## src/hdl/video_timing_pkg.sv

```systemverilog
`default_nettype none

package video_timing_pkg;

    // horizontal widths in clocks for the 1280x720 raster.
    localparam int H_SYNC = 12;
    localparam int H_BP   = 300;
    localparam int H_ACT  = 1280;
    localparam int H_FP   = 300;

    // vertical widths in lines.
    localparam int V_SYNC = 2;
    localparam int V_BP   = 9;
    localparam int V_ACT  = 720;
    localparam int V_FP   = 9;

    localparam int X_BITS   = 11;  // holds 0 to 1279.
    localparam int Y_BITS   = 10;  // holds 0 to 719.
    localparam int CNT_BITS = 12;  // wide enough for the longest interval.

    typedef logic [X_BITS-1:0]   x_t;     // active area column.
    typedef logic [Y_BITS-1:0]   y_t;     // active area row.
    typedef logic [CNT_BITS-1:0] hcnt_t;  // clock position within a horizontal interval.
    typedef logic [CNT_BITS-1:0] vcnt_t;  // line position within a vertical interval.

endpackage : video_timing_pkg

`default_nettype wire
```

## src/hdl/pixel_pkg.sv

```systemverilog
`default_nettype none

package pixel_pkg;

    typedef logic [15:0] pixel_t;  // rgb565 word.

    // clocks from i_data to o_data, matching the source latency.
    localparam int PIXEL_DELAY = 5;

    typedef struct packed {
        logic                 hsync;
        logic                 vsync;
        logic                 de;
        video_timing_pkg::x_t x;
        video_timing_pkg::y_t y;
    } video_out_t;

endpackage : pixel_pkg

`default_nettype wire

```

## src/hdl/hdmi_display.sv

```systemverilog
`timescale 1ns/1ps
`default_nettype none

module hdmi_display #(
    parameter int H_SYNC = video_timing_pkg::H_SYNC,
    parameter int H_BP   = video_timing_pkg::H_BP,
    parameter int H_ACT  = video_timing_pkg::H_ACT,
    parameter int H_FP   = video_timing_pkg::H_FP,
    parameter int V_SYNC = video_timing_pkg::V_SYNC,
    parameter int V_BP   = video_timing_pkg::V_BP,
    parameter int V_ACT  = video_timing_pkg::V_ACT,
    parameter int V_FP   = video_timing_pkg::V_FP
) (
    input  logic                 clk,
    input  logic                 rstn,
    input  logic                 i_vsync,
    input  pixel_pkg::pixel_t    i_data,
    output logic                 o_hsync,
    output logic                 o_vsync,
    output logic                 o_de,
    output pixel_pkg::pixel_t    o_data,
    output video_timing_pkg::x_t o_x,
    output video_timing_pkg::y_t o_y
);

    import pixel_pkg::*;

    logic       locked;
    video_out_t video;

    frame_lock frame_lock_i (
        .clk      (clk),
        .rstn     (rstn),
        .i_vsync  (i_vsync),
        .o_locked (locked)
    );

    sync_timing_gen #(
        .H_SYNC (H_SYNC),
        .H_BP   (H_BP),
        .H_ACT  (H_ACT),
        .H_FP   (H_FP),
        .V_SYNC (V_SYNC),
        .V_BP   (V_BP),
        .V_ACT  (V_ACT),
        .V_FP   (V_FP)
    ) sync_timing_gen_i (
        .clk     (clk),
        .rstn    (rstn),
        .i_run   (locked),  // raster starts the clock after lock.
        .o_video (video)
    );

    pixel_align pixel_align_i (
        .clk    (clk),
        .i_data (i_data),
        .o_data (o_data)
    );

    assign o_hsync = video.hsync;
    assign o_vsync = video.vsync;
    assign o_de    = video.de;
    assign o_x     = video.x;
    assign o_y     = video.y;

endmodule : hdmi_display

`default_nettype wire

```

## src/hdl/pixel_align.sv

```systemverilog
`timescale 1ns/1ps
`default_nettype none

module pixel_align (
    input  logic              clk,
    input  pixel_pkg::pixel_t i_data,
    output pixel_pkg::pixel_t o_data
);

    import pixel_pkg::*;

    pixel_t data_q [PIXEL_DELAY];  // stage 0 takes the input.

    always_ff @(posedge clk) begin
        data_q[0] <= i_data;
        for (int i = 1; i < PIXEL_DELAY; i++) begin
            data_q[i] <= data_q[i-1];
        end
    end

    assign o_data = data_q[PIXEL_DELAY-1];

    // each attempt starts at a sampled input, so the compared history is always real.
    a_delay: assert property (
        @(posedge clk)
        1'b1 |-> ##PIXEL_DELAY (o_data == $past(i_data, PIXEL_DELAY))
    ) else $error("pixel_align: output does not match delayed input");

endmodule : pixel_align

`default_nettype wire

```

## src/hdl/sync_timing_gen.sv

```systemverilog
`timescale 1ns/1ps
`default_nettype none

module sync_timing_gen #(
    parameter int H_SYNC = video_timing_pkg::H_SYNC,
    parameter int H_BP   = video_timing_pkg::H_BP,
    parameter int H_ACT  = video_timing_pkg::H_ACT,
    parameter int H_FP   = video_timing_pkg::H_FP,
    parameter int V_SYNC = video_timing_pkg::V_SYNC,
    parameter int V_BP   = video_timing_pkg::V_BP,
    parameter int V_ACT  = video_timing_pkg::V_ACT,
    parameter int V_FP   = video_timing_pkg::V_FP
) (
    input  logic                  clk,
    input  logic                  rstn,
    input  logic                  i_run,
    output pixel_pkg::video_out_t o_video
);

    import video_timing_pkg::*;
    import pixel_pkg::*;

    typedef enum logic [1:0] {
        ST_SYNC,
        ST_BACK,
        ST_ACTIVE,
        ST_FRONT
    } phase_e;

    phase_e     h_state;
    phase_e     v_state;
    hcnt_t      h_cnt;
    vcnt_t      v_cnt;
    hcnt_t      h_last;
    vcnt_t      v_last;
    logic       h_end;
    logic       v_end;
    logic       line_end;
    video_out_t video_c;

    function automatic phase_e next_phase(input phase_e cur);
        case (cur)
            ST_SYNC:   return ST_BACK;
            ST_BACK:   return ST_ACTIVE;
            ST_ACTIVE: return ST_FRONT;
            default:   return ST_SYNC;
        endcase
    endfunction

    always_comb begin
        case (h_state)
            ST_SYNC:   h_last = hcnt_t'(H_SYNC - 1);
            ST_BACK:   h_last = hcnt_t'(H_BP - 1);
            ST_ACTIVE: h_last = hcnt_t'(H_ACT - 1);
            default:   h_last = hcnt_t'(H_FP - 1);
        endcase
    end

    always_comb begin
        case (v_state)
            ST_SYNC:   v_last = vcnt_t'(V_SYNC - 1);
            ST_BACK:   v_last = vcnt_t'(V_BP - 1);
            ST_ACTIVE: v_last = vcnt_t'(V_ACT - 1);
            default:   v_last = vcnt_t'(V_FP - 1);
        endcase
    end

    assign h_end    = (h_cnt == h_last);
    assign v_end    = (v_cnt == v_last);
    assign line_end = h_end && (h_state == ST_FRONT);  // the vertical axis steps here.

    always_ff @(posedge clk or negedge rstn) begin
        if (!rstn) begin
            h_state <= ST_SYNC;
            v_state <= ST_SYNC;
            h_cnt   <= '0;
            v_cnt   <= '0;
        end else if (!i_run) begin
            h_state <= ST_SYNC;  // parked at the top left corner until lock.
            v_state <= ST_SYNC;
            h_cnt   <= '0;
            v_cnt   <= '0;
        end else begin
            if (h_end) begin
                h_state <= next_phase(h_state);
                h_cnt   <= '0;
            end else begin
                h_cnt <= h_cnt + 1'b1;
            end
            if (line_end) begin
                if (v_end) begin
                    v_state <= next_phase(v_state);
                    v_cnt   <= '0;
                end else begin
                    v_cnt <= v_cnt + 1'b1;
                end
            end
        end
    end

    always_comb begin
        video_c.hsync = (h_state == ST_SYNC);
        video_c.vsync = (v_state == ST_SYNC);  // covers every clock of the sync lines.
        video_c.de    = (h_state == ST_ACTIVE) && (v_state == ST_ACTIVE);
        video_c.x     = video_c.de ? x_t'(h_cnt) : '0;
        video_c.y     = video_c.de ? y_t'(v_cnt) : '0;
    end

    always_ff @(posedge clk or negedge rstn) begin
        if (!rstn) begin
            o_video <= '0;
        end else if (!i_run) begin
            o_video <= '0;
        end else begin
            o_video <= video_c;
        end
    end

    a_no_de_in_hsync: assert property (
        @(posedge clk) disable iff (!rstn)
        (i_run && h_state == ST_SYNC) |=> !o_video.de
    ) else $error("sync_timing_gen: data enable during horizontal sync");

    a_x_range: assert property (
        @(posedge clk) disable iff (!rstn)
        o_video.x < H_ACT
    ) else $error("sync_timing_gen: x outside the active width");

    a_y_range: assert property (
        @(posedge clk) disable iff (!rstn)
        o_video.y < V_ACT
    ) else $error("sync_timing_gen: y outside the active height");

endmodule : sync_timing_gen

`default_nettype wire

```

## src/hdl/frame_lock.sv

```systemverilog
`timescale 1ns/1ps
`default_nettype none

module frame_lock (
    input  logic clk,
    input  logic rstn,
    input  logic i_vsync,
    output logic o_locked
);

    logic vsync_q;
    logic vsync_rise;

    assign vsync_rise = i_vsync && !vsync_q;  // first sample high after a low one.

    always_ff @(posedge clk or negedge rstn) begin
        if (!rstn) begin
            vsync_q  <= 1'b0;
            o_locked <= 1'b0;
        end else begin
            vsync_q <= i_vsync;
            if (vsync_rise) begin
                o_locked <= 1'b1;  // later edges find it already set.
            end
        end
    end

    // once the raster has started it must never be stopped by the source.
    a_lock_sticky: assert property (
        @(posedge clk) disable iff (!rstn)
        o_locked |=> o_locked
    ) else $error("frame_lock: lock dropped while out of reset");

endmodule : frame_lock

`default_nettype wire

```

## config.mk

```make
export PLATFORM = sky130hd
export DESIGN_NAME = hdmi_display
export DESIGN_NICKNAME = d
export VERILOG_FILES = /design/src/hdl/video_timing_pkg.sv /design/src/hdl/pixel_pkg.sv /design/src/hdl/hdmi_display.sv /design/src/hdl/pixel_align.sv /design/src/hdl/sync_timing_gen.sv /design/src/hdl/frame_lock.sv
export SDC_FILE = /design/constraint.sdc
export NUM_CORES = 1
export LEC_CHECK = 0
export ABC_CLOCK_PERIOD_IN_PS = 4450
export BUFFER_PORTS_ARGS = -buffer_cell sky130_fd_sc_hd__buf_2
export CAP_MARGIN = 20
export CORE_MARGIN = 4
export CORE_UTILIZATION = 37
export CTS_BUF_LIST = sky130_fd_sc_hd__clkbuf_4
export CTS_CLUSTER_DIAMETER = 30
export DETAILED_ROUTE_END_ITERATION = 8
export REMOVE_ABC_BUFFERS = 1
export SYNTH_ARGS = -nofsm -noshare
export SYNTH_HDL_FRONTEND = slang
export SYNTH_SLANG_ARGS = --single-unit
```

## constraint.sdc

```tcl
create_clock -name clk -period 4.45 [get_ports clk]
set_input_delay 1.1125 -clock clk [delete_from_list [all_inputs] [get_ports clk]]
set_output_delay 1.1125 -clock clk [all_outputs]
set_load 0.005 [all_outputs]
```

==> results.py, run 1 <==
metrics = {
    "placement": {
        "dpl.hpwl_mm": 4.58,
        "gp_congestion": 0.758,
        "placed_area_mm2": 0.00450,
        "placement.io_buffers": 58,
    },
    "detailed_routing": {
        "drt-total-wl_mm": 6.84,
        "vias": 2429,
        "post_drt_wl_per_cell_um": 12.8,
        "antenna_left": 0,
        "drt_iter0_drc": 151,
        "drt-pass1-iter-count": 4,
        "drcViolationCount": 0,
        "via_per_inst": 4.55,
    },
    "die": {
        "die_w_um": 114,
        "fp.dieH_um": 114,
        "core_region_area_mm2": 0.0110,
        "start_util": 0.382,
        "dieArea_mm2": 0.0131,
        "ios": 59,
        "rows": 38,
    },
    "global_route": {
        "grt_pass1_wl_mm": 11.8,
        "grt_util_all_layers": 0.116,
        "grt_pass1_vias": 2494,
        "grt_max_degree": 29,
        "antenna_found_initial": 0,
        "grt-ovfl-total": 0,
    },
    "layout": {
        "layout_commonest_cell": "dfxtp_1",
        "drive_above_1_share": 0.244,
        "nets": 409,
        "antenna_cells": 0,
        "syn2layout_area_growth_pct": 13.8,
        "mostFrequentLayoutCells": "80 x dfxtp_1, 58 x buf_2, 54 x dfrtp_1, 23 x and2_1, 21 x nand2_1",
        "final_area_mm2": 0.00477,
    },
    "synth": {
        "syn_area_mm2": 0.00419,
        "synth-seq-cells": 134,
        "yosysWarnings": 0,
        "synthDominantCellAreaShare": 0.382,
        "yosysSeqAreaShare": 0.704,
        "ys_types": 43,
        "synthTopCellsByArea": "dfxtp_1 38%, dfrtp_1 32%, and2_1 3.4%",
        "synth_top_area_cell": "dfxtp_1",
        "avgSynthCellArea_um2": 12.8,
        "synthCells": 328,
    },
    "cts": {
        "cts_made_buffers": 17,
        "clk_latency_ns": 0.51,
        "cts_root_buffer": "clkbuf_4",
        "tritoncts_num_sinks": 134,
        "clkTransAtPathRegs_ns": 0.11,
        "cts_tree": "yes",
        "post_cts_buffers": 0,
        "cts.repair.resized": 0,
        "cts_buffer_depth": 2,
        "ctsHoldBuffers": 0,
        "h-tree-depth": 4,
    },
    "flow_run": {
        "maxCapViolCount": 0,
    },
    "sta": {
        "period_needed_ns": 2.48,
        "slew_headroom": 0.532,
        "rsz0062_at_grt": "no",
        "fin_skew_ns": 0.0219,
        "tightest_slew_ns": 0.703,
        "final-setup-viol-count": 0,
        "post-route-period-util": 0.557,
        "hold_slack_ns": 0.331,
        "setup_tns_ns": 0,
        "fmax_ghz": 0.403,
        "finalHoldViolCount": 0,
        "slew_viol_final": 0,
    },
    "critical_path": {
        "path_buf_inv": 1,
        "crit_fanout": 13,
        "crit_type": "flip-flop to flip-flop",
        "required_ns": 4.81,
        "crit_chain": "inv_1 -> ha_1 -> xor2_1 -> nor4_4 -> nand3_1 -> o311ai_0 -> o41ai_1",
        "cp-startpoint": "sync_timing_gen_i.h_state[0]",
        "crit_family": "simple AND/OR/NAND/NOR gates",
        "setup.worst_path.end_class": "flip-flop",
        "cpMaxStageDelayCell": "o311ai_0",
        "worstSetupStartpointType": "flip-flop",
        "cpPeakStageDelay_ns": 0.44,
        "reg2reg_from": "sync_timing_gen_i.h_state[0]",
        "arrival_ns": 2.84,
        "cp.depth": 7,
        "rr_worst_depth": 7,
    },
    "min_path": {
        "worst_hold_startpoint": "pixel_align_i.data_q[0][23]",
        "holdPathStages": 0,
        "holdCritPathClass": "flip-flop to flip-flop",
    },
    "pwr": {
        "power_density_mw_per_mm2": 427,
        "irDropWorstVdd_v": 0.000193,
        "p_leak_uw": 0.00224,
    },
    "outcome": {
        "status": "complete, no violations",
    },
}
==> final cells by class <==
| cell class | count | area (um^2) |
|---|---|---|
| multi-input cells | 161 | 1040 |
| clock buffers | 19 | 143 |
| fillers | 1042 | 6210 |
| clock inverters | 13 | 130 |
| repair buffers | 59 | 298 |
| flip-flops and latches | 134 | 2950 |
| well taps | 140 | 175 |
| inverters | 8 | 30.0 |
==> sequential cells by signal, summed over array words and instances, names as in the netlist <==
register,flops
pixel_align_i.data_q,80
sync_timing_gen_i.o_video,24
sync_timing_gen_i.h_cnt,12
sync_timing_gen_i.v_cnt,12
sync_timing_gen_i.h_state,2
sync_timing_gen_i.v_state,2
frame_lock_i.o_locked,1
frame_lock_i.vsync_q,1
==> kinds of logic after synthesis <==
group | Yosys count | synth area share
flops | 134 | 0.704
xor+xnor | 15 | 0.0313
buf+inv | 33 | 0.0469
compound gates | 27 | 0.0436
mux | 2 | 0.00477
fa+ha+maj | 9 | 0.0269
simple gates | 108 | 0.142
==> synth_stat cells (all sizes together) <==
cell type	number
o211ai	1
inv	8
buf	18
mux2i	2
clkbuf	7
and4	1
nand3	13
nand2b	1
and3	4
ha	9
xnor2	6
o311ai	1
dfxtp	80
xor2	9
dfrtp	54
a211oi	1
o21a	1
o2bb2ai	1
nor3	4
and2	24
o32ai	2
nor2	18
nor4	4
o21ai	4
o31ai	1
or3	8
nand4	3
nand2	23
o22ai	4
o41ai	1
a21oi	10
nand4bb	1
or4	4
==> report_power, final <==
group	total [uW]	internal, uW	leakage, uW	switching (uW)
Combinational	25.2	10.9	0.000692	14.4
Clock	758	344	0.000147	414
Sequential	1250	1240	0.00140	7.56
==> metal layers <==
metal,wire length (um),GRT usage,vias up,share of wire
li1,-,-,1184,-
met1,3000,0.139,1162,0.44
met5,0,0,-,0
met2,3340,0.183,74,0.49
met3,395,0.0423,9,0.058
met4,106,0.0602,0,0.016
==> worst reg2reg max path, cell delays in order (launching register included) <==
cell      delay [ns]
dfrtp_1         0.40
inv_1           0.10
ha_1            0.27
xor2_1          0.18
nor4_4          0.37
nand3_1         0.43
o311ai_0        0.44
o41ai_1         0.13
==> metrics by stage <==
step           instances   util  total power, uW  worst slack, ns
2_1_floorplan        303      -             1280             2.29
3_3_place_gp         502  0.410             1300             2.12
3_5_place_dp         502  0.410             1310             2.00
4_1_cts              534  0.434             2070             1.96
5_1_grt              534  0.434             2150             1.73
6_report             534  0.434             2040             1.97
==> worst paths after layout <==
kind | slack, ns | end
max | 1.97 | sync_timing_gen_i.v_cnt[5]
min | 0.33 | pixel_align_i.data_q[0][39]
max reg2reg | 1.97 | sync_timing_gen_i.v_cnt[5]
min reg2reg | 0.33 | pixel_align_i.data_q[0][39]
max in group asynchronous | 3.08 | sync_timing_gen_i.o_video[11]
min in group asynchronous | 0.59 | sync_timing_gen_i.h_cnt[1]
Power figures use the tool's default switching activity.
==> run 2, diff against run 1 <==
--- a/config.mk
+++ b/config.mk
@@ -5,7 +5,8 @@
 export SDC_FILE = /design/constraint.sdc
 export NUM_CORES = 1
 export LEC_CHECK = 0
-export ABC_CLOCK_PERIOD_IN_PS = 4450
+export ABC_AREA = 1
+export ABC_CLOCK_PERIOD_IN_PS = 2330
 export BUFFER_PORTS_ARGS = -buffer_cell sky130_fd_sc_hd__buf_2
 export CAP_MARGIN = 20
 export CORE_MARGIN = 4
==> constraint.sdc (replaced) <==
create_clock -name clk -period 2.33 [get_ports clk]
set_input_delay 0.5825 -clock clk [delete_from_list [all_inputs] [get_ports clk]]
set_output_delay 0.5825 -clock clk [all_outputs]
set_load 0.005 [all_outputs]
==> results.py, run 2 <==
metrics = {
    "outcome": {
        "status": "complete, no violations",
    },
    "layout": {
        "antenna_cells": 0,
        "fillers": 1085,
        "layout_commonest_cell": "nand2_1",
        "nets": 515,
        "mostFrequentLayoutCells": "84 x nand2_1, 80 x dfxtp_1, 58 x buf_2, 54 x dfrtp_1, 51 x nor2_1",
        "layout.area.seq_mm2": 0.00295,
        "layout.cells.non_filler": 643,
        "reg.largest.list": "pixel_align_i.data_q (80), sync_timing_gen_i.o_video (24)",
        "utilization": 0.443,
        "syn2layout_area_growth_pct": 15.5,
        "drive_above_1_share": 0.210,
        "largest_reg_flops": 80,
        "multi_input_area_mm2": 0.00112,
        "regMostFlops": "pixel_align_i.data_q",
    },
    "sta": {
        "post-route-period-util": 0.844,
        "period_needed_ns": 1.97,
        "final-setup-viol-count": 0,
        "tightest_slew_ns": 0.721,
        "finalHoldViolCount": 0,
        "fin_skew_ns": 0.0176,
        "slew_headroom": 0.519,
        "fmax_ghz": 0.508,
        "rsz0062_at_grt": "no",
        "setup_slack_ns": 0.363,
        "slew_viol_final": 0,
        "setup_tns_ns": 0,
    },
    "critical_path": {
        "crit_fanout": 21,
        "crit_type": "flip-flop to flip-flop",
        "arrival_ns": 2.38,
        "worstSetupStartpointType": "flip-flop",
        "r2r_slack_ns": 0.36,
        "setup.worst_path.end_class": "flip-flop",
        "required_ns": 2.74,
    },
    "placement": {
        "gp_congestion": 0.907,
        "placement.io_buffers": 58,
        "dpl.hpwl_mm": 5.19,
        "post-place-ws_ns": 0.400,
        "place_inst": 611,
    },
    "cts": {
        "tritoncts_num_sinks": 134,
        "post_cts_buffers": 0,
        "clk_latency_ns": 0.50,
        "cts_root_buffer": "clkbuf_4",
        "cts_tree": "yes",
        "clkTransAtPathRegs_ns": 0.12,
        "cts_made_buffers": 17,
        "cts.repair.resized": 0,
        "cts_buffer_depth": 2,
        "ctsHoldBuffers": 0,
        "h-tree-depth": 4,
    },
    "detailed_routing": {
        "post_drt_wl_per_cell_um": 11.6,
        "vias": 2785,
        "via_per_inst": 4.33,
        "drt_iter0_drc": 165,
        "antenna_left": 0,
        "drcViolationCount": 0,
        "drt-total-wl_mm": 7.45,
        "drt-pass1-iter-count": 4,
    },
    "synth": {
        "synth_top_area_cell": "dfxtp_1",
        "yosysSeqAreaShare": 0.666,
        "syn_area_mm2": 0.00444,
        "synth_edf_count": 0,
        "synthCells": 433,
        "ys_types": 31,
        "synth.top_cells.by_count": "84 x nand2_1, 80 x dfxtp_1, 54 x dfrtp_1",
        "synthTopCellsByArea": "dfxtp_1 36%, dfrtp_1 30%, nand2_1 7.1%",
        "synthDominantCellAreaShare": 0.361,
        "avgSynthCellArea_um2": 10.2,
        "synthFlopType": "dfxtp_1",
        "yosysMostFrequentCell": "nand2_1",
        "async_reset_ff_frac": 0.403,
        "synth-seq-cells": 134,
        "yosysWarnings": 0,
    },
    "flow_run": {
        "maxCapViolCount": 0,
    },
    "global_route": {
        "antenna_found_initial": 0,
        "grt_util_all_layers": 0.118,
        "grt_pass1_wl_mm": 13.1,
        "grt_pass1_vias": 2790,
        "grt-ovfl-total": 0,
        "grt_max_degree": 55,
    },
    "die": {
        "fp.dieH_um": 117,
        "rows": 39,
        "dieArea_mm2": 0.0138,
        "start_util": 0.384,
        "die_w_um": 117,
        "ios": 59,
        "core_region_area_mm2": 0.0116,
    },
    "pwr": {
        "power_density_mw_per_mm2": 844,
        "irDropWorstVdd_v": 0.000517,
        "p_leak_uw": 0.00261,
        "power.total_uw": 4320,
    },
    "min_path": {
        "holdCritPathClass": "primary input to flip-flop",
    },
}
==> run 2: logic make-up after synthesis <==
kind of cell	Yosys count	synth area share
flip-flops	134	0.666
buffers and inverters	77	0.0821
AND/OR/NAND/NOR	183	0.183
adder cells (fa/ha/maj)	9	0.0254
XOR/XNOR	9	0.0178
AO/OA/AOI/OAI	21	0.0257
==> run 2: per-stage QoR <==
stage	hold slack, ns	cell area [um^2]
final	0.182	5120
after global routing	0.117	5120
after CTS	0.128	5120
after detailed placement	0.312	4750
after global placement	0.310	4750
after floorplan	0.287	4270
==> run 2: layout make-up <==
| type | instances | area share |
|---|---|---|
| clock buffers | 17 | 0.0249 |
| clock inverters | 15 | 0.0476 |
| inverters | 52 | 0.0381 |
| multi-input cells | 222 | 0.218 |
| flip-flops and latches | 134 | 0.576 |
| well taps | 143 | 0.0349 |
| repair buffers | 60 | 0.0596 |
==> run 2: critical path, stage by stage, from the launching register on <==
cell,delay (ns)
dfrtp_1,0.44
inv_1,0.14
ha_1,0.35
inv_1,0.17
nor3_1,0.21
inv_1,0.36
nor2_1,0.21
==> run 2: routing by layer <==
layer	GRT usage	part of all wire
met1	0.143	0.45
met2	0.195	0.50
met3	0.0413	0.044
met4	0.0418	0.012
met5	0	0
==> run 2: power by group <==
group          switching (uW)  internal, uW  leakage, uW
logic                    28.0          20.8      0.00102
registers                13.8          2380      0.00140
clock network             886           995     0.000193
==> run 2: path summary, 6_finish.rpt <==
check / from / endpoint / cells after the start
worst max-delay path: sync_timing_gen_i.v_state[0] / sync_timing_gen_i.o_video[8] / 6
worst min-delay path: i_data[0] / pixel_align_i.data_q[0][0] / 1
worst max register to register: sync_timing_gen_i.v_state[0] / sync_timing_gen_i.o_video[8] / 6
worst min register to register: pixel_align_i.data_q[0][61] / pixel_align_i.data_q[0][77] / 0
max in group asynchronous: rstn / sync_timing_gen_i.o_video[17] / 2
min in group asynchronous: rstn / sync_timing_gen_i.v_cnt[10] / 2
==> run 3, diff against run 2 <==
--- a/config.mk
+++ b/config.mk
@@ -6,7 +6,7 @@
 export NUM_CORES = 1
 export LEC_CHECK = 0
 export ABC_AREA = 1
-export ABC_CLOCK_PERIOD_IN_PS = 2330
+export ABC_CLOCK_PERIOD_IN_PS = 2000
 export BUFFER_PORTS_ARGS = -buffer_cell sky130_fd_sc_hd__buf_2
 export CAP_MARGIN = 20
 export CORE_MARGIN = 4
==> constraint.sdc (replaced) <==
create_clock -name clk -period 2 [get_ports clk]
set_input_delay 0.5 -clock clk [delete_from_list [all_inputs] [get_ports clk]]
set_output_delay 0.5 -clock clk [all_outputs]
set_load 0.005 [all_outputs]
==> results.py, run 3 (synthesis gave the netlist of run 2 again) <==
metrics = {
    "global_route": {
        "grt_pass1_vias": 2782,
        "grt-ovfl-total": 0,
        "grt_pass1_wl_mm": 13.4,
        "antenna_found_initial": 0,
        "grt_max_degree": 55,
        "grt_util_all_layers": 0.122,
    },
    "critical_path": {
        "crit_type": "flip-flop to flip-flop",
        "arrival_ns": 2.15,
        "worstSetupStartpointType": "flip-flop",
        "setup.worst_path.end_class": "flip-flop",
        "cp-startpoint": "sync_timing_gen_i.h_state[0]",
        "required_ns": 2.40,
        "reg2reg_from": "sync_timing_gen_i.h_state[0]",
        "crit_fanout": 15,
    },
    "detailed_routing": {
        "vias": 2823,
        "drcViolationCount": 0,
        "antenna_left": 0,
        "drt-pass1-iter-count": 5,
        "via_per_inst": 4.34,
        "post_drt_wl_per_cell_um": 12.1,
        "drt_iter0_drc": 214,
        "drt-total-wl_mm": 7.89,
    },
    "sta": {
        "fmax_ghz": 0.571,
        "setup_tns_ns": 0,
        "fin_skew_ns": 0.0229,
        "rsz0062_at_grt": "no",
        "post-route-period-util": 0.876,
        "final-setup-viol-count": 0,
        "tightest_slew_ns": 0.388,
        "hold_slack_ns": 0.0816,
        "slew_headroom": 0.741,
        "slew_viol_final": 0,
        "finalHoldViolCount": 0,
        "period_needed_ns": 1.75,
    },
    "die": {
        "die_w_um": 117,
        "rows": 39,
        "dieArea_mm2": 0.0138,
        "ios": 59,
        "fp.dieH_um": 117,
        "core_region_area_mm2": 0.0116,
        "start_util": 0.384,
    },
    "pwr": {
        "p_leak_uw": 0.00260,
        "power_density_mw_per_mm2": 902,
        "irDropWorstVdd_v": 0.000382,
    },
    "layout": {
        "layout_commonest_cell": "nand2_1",
        "drive_above_1_share": 0.215,
        "reg.largest.list": "pixel_align_i.data_q (80), sync_timing_gen_i.o_video (24)",
        "final_area_mm2": 0.00512,
        "mostFrequentLayoutCells": "83 x nand2_1, 80 x dfxtp_1, 58 x buf_2, 54 x dfrtp_1, 51 x nor2_1",
        "regMostFlops": "pixel_align_i.data_q",
        "syn2layout_area_growth_pct": 15.3,
        "antenna_cells": 0,
        "largest_reg_flops": 80,
        "nets": 522,
    },
    "placement": {
        "placed_area_mm2": 0.00478,
        "placement.io_buffers": 58,
        "gp_congestion": 0.893,
        "dpl.hpwl_mm": 5.50,
    },
    "cts": {
        "tritoncts_num_sinks": 134,
        "h-tree-depth": 4,
        "cts_root_buffer": "clkbuf_4",
        "cts_buffer_depth": 2,
        "clk_latency_ns": 0.52,
        "cts_made_buffers": 17,
        "clkTransAtPathRegs_ns": 0.13,
        "cts_tree": "yes",
    },
    "min_path": {
        "holdCritPathClass": "primary input to flip-flop",
        "worst_hold_startpoint": "i_data[9]",
    },
    "flow_run": {
        "maxCapViolCount": 0,
    },
    "outcome": {
        "status": "complete, no violations",
    },
}
==> run 3: path summary, 6_finish.rpt <==
kind	cells after the start	end	slack [ns]
worst max-delay path	11	sync_timing_gen_i.v_cnt[5]	0.25
worst max register to register	11	sync_timing_gen_i.v_cnt[5]	0.25
worst min-delay path	1	pixel_align_i.data_q[0][9]	0.08
max in group asynchronous	3	sync_timing_gen_i.v_state[0]	1.25
worst min register to register	0	pixel_align_i.data_q[0][52]	0.32
min in group asynchronous	3	sync_timing_gen_i.v_cnt[8]	0.49
==> run 3: cell type report <==
type,count,area [um^2]
fill,1101,6450
sequential,134,2950
inverter,52,195
clock inverter,15,155
tap,143,179
multi-input combinational,222,1120
clock buffer,17,128
timing repair buffer,67,383
==> run 3: timing repair <==
action	4_1_cts	5_1_grt
gates resized for setup	0	3
setup buffers	0	0
hold endpoints to repair	54	4
hold buffers	1	4
endpoints found under the setup margin	0	24
==> run 3: layer usage <==
metal | GRT usage | vias up | wire length [um] | part of all wire
met1 | 0.137 | 1293 | 3310 | 0.42
li1 | - | 1451 | - | -
met5 | 0 | - | 0 | 0
met3 | 0.0505 | 7 | 465 | 0.059
met2 | 0.208 | 72 | 4010 | 0.51
met4 | 0.0454 | 0 | 106 | 0.013
==> run 3: power breakdown <==
| group | switching (uW) | internal, uW | total, uW |
|---|---|---|---|
| logic | 34.8 | 33.4 | 68.2 |
| clock network | 1090 | 668 | 1760 |
| registers | 17.1 | 2770 | 2790 |
| total | 1140 | 3470 | 4620 |
==> run 3: per-stage QoR <==
step                       util  std cells  total power (uW)  setup slack, ns
after floorplan               -        408              2840            0.367
after global placement    0.413        613              2900            0.249
after detailed placement  0.413        613              2910           0.0781
after CTS                 0.438        646              4680           0.0749
after global routing      0.442        650              4840           0.0620
final                     0.442        650              4620            0.248
==> run 3: worst max-delay path, stage by stage, from the launching register on <==
cell and delay, ns:
dfrtp_1 0.41, inv_1 0.14, ha_1 0.19, inv_1 0.07, nand2_1 0.06, nand2_1 0.05
nor2_2 0.16, nand3_4 0.13, nor2_8 0.19, nor2_4 0.11, nand2_1 0.08, o21ai_0 0.07
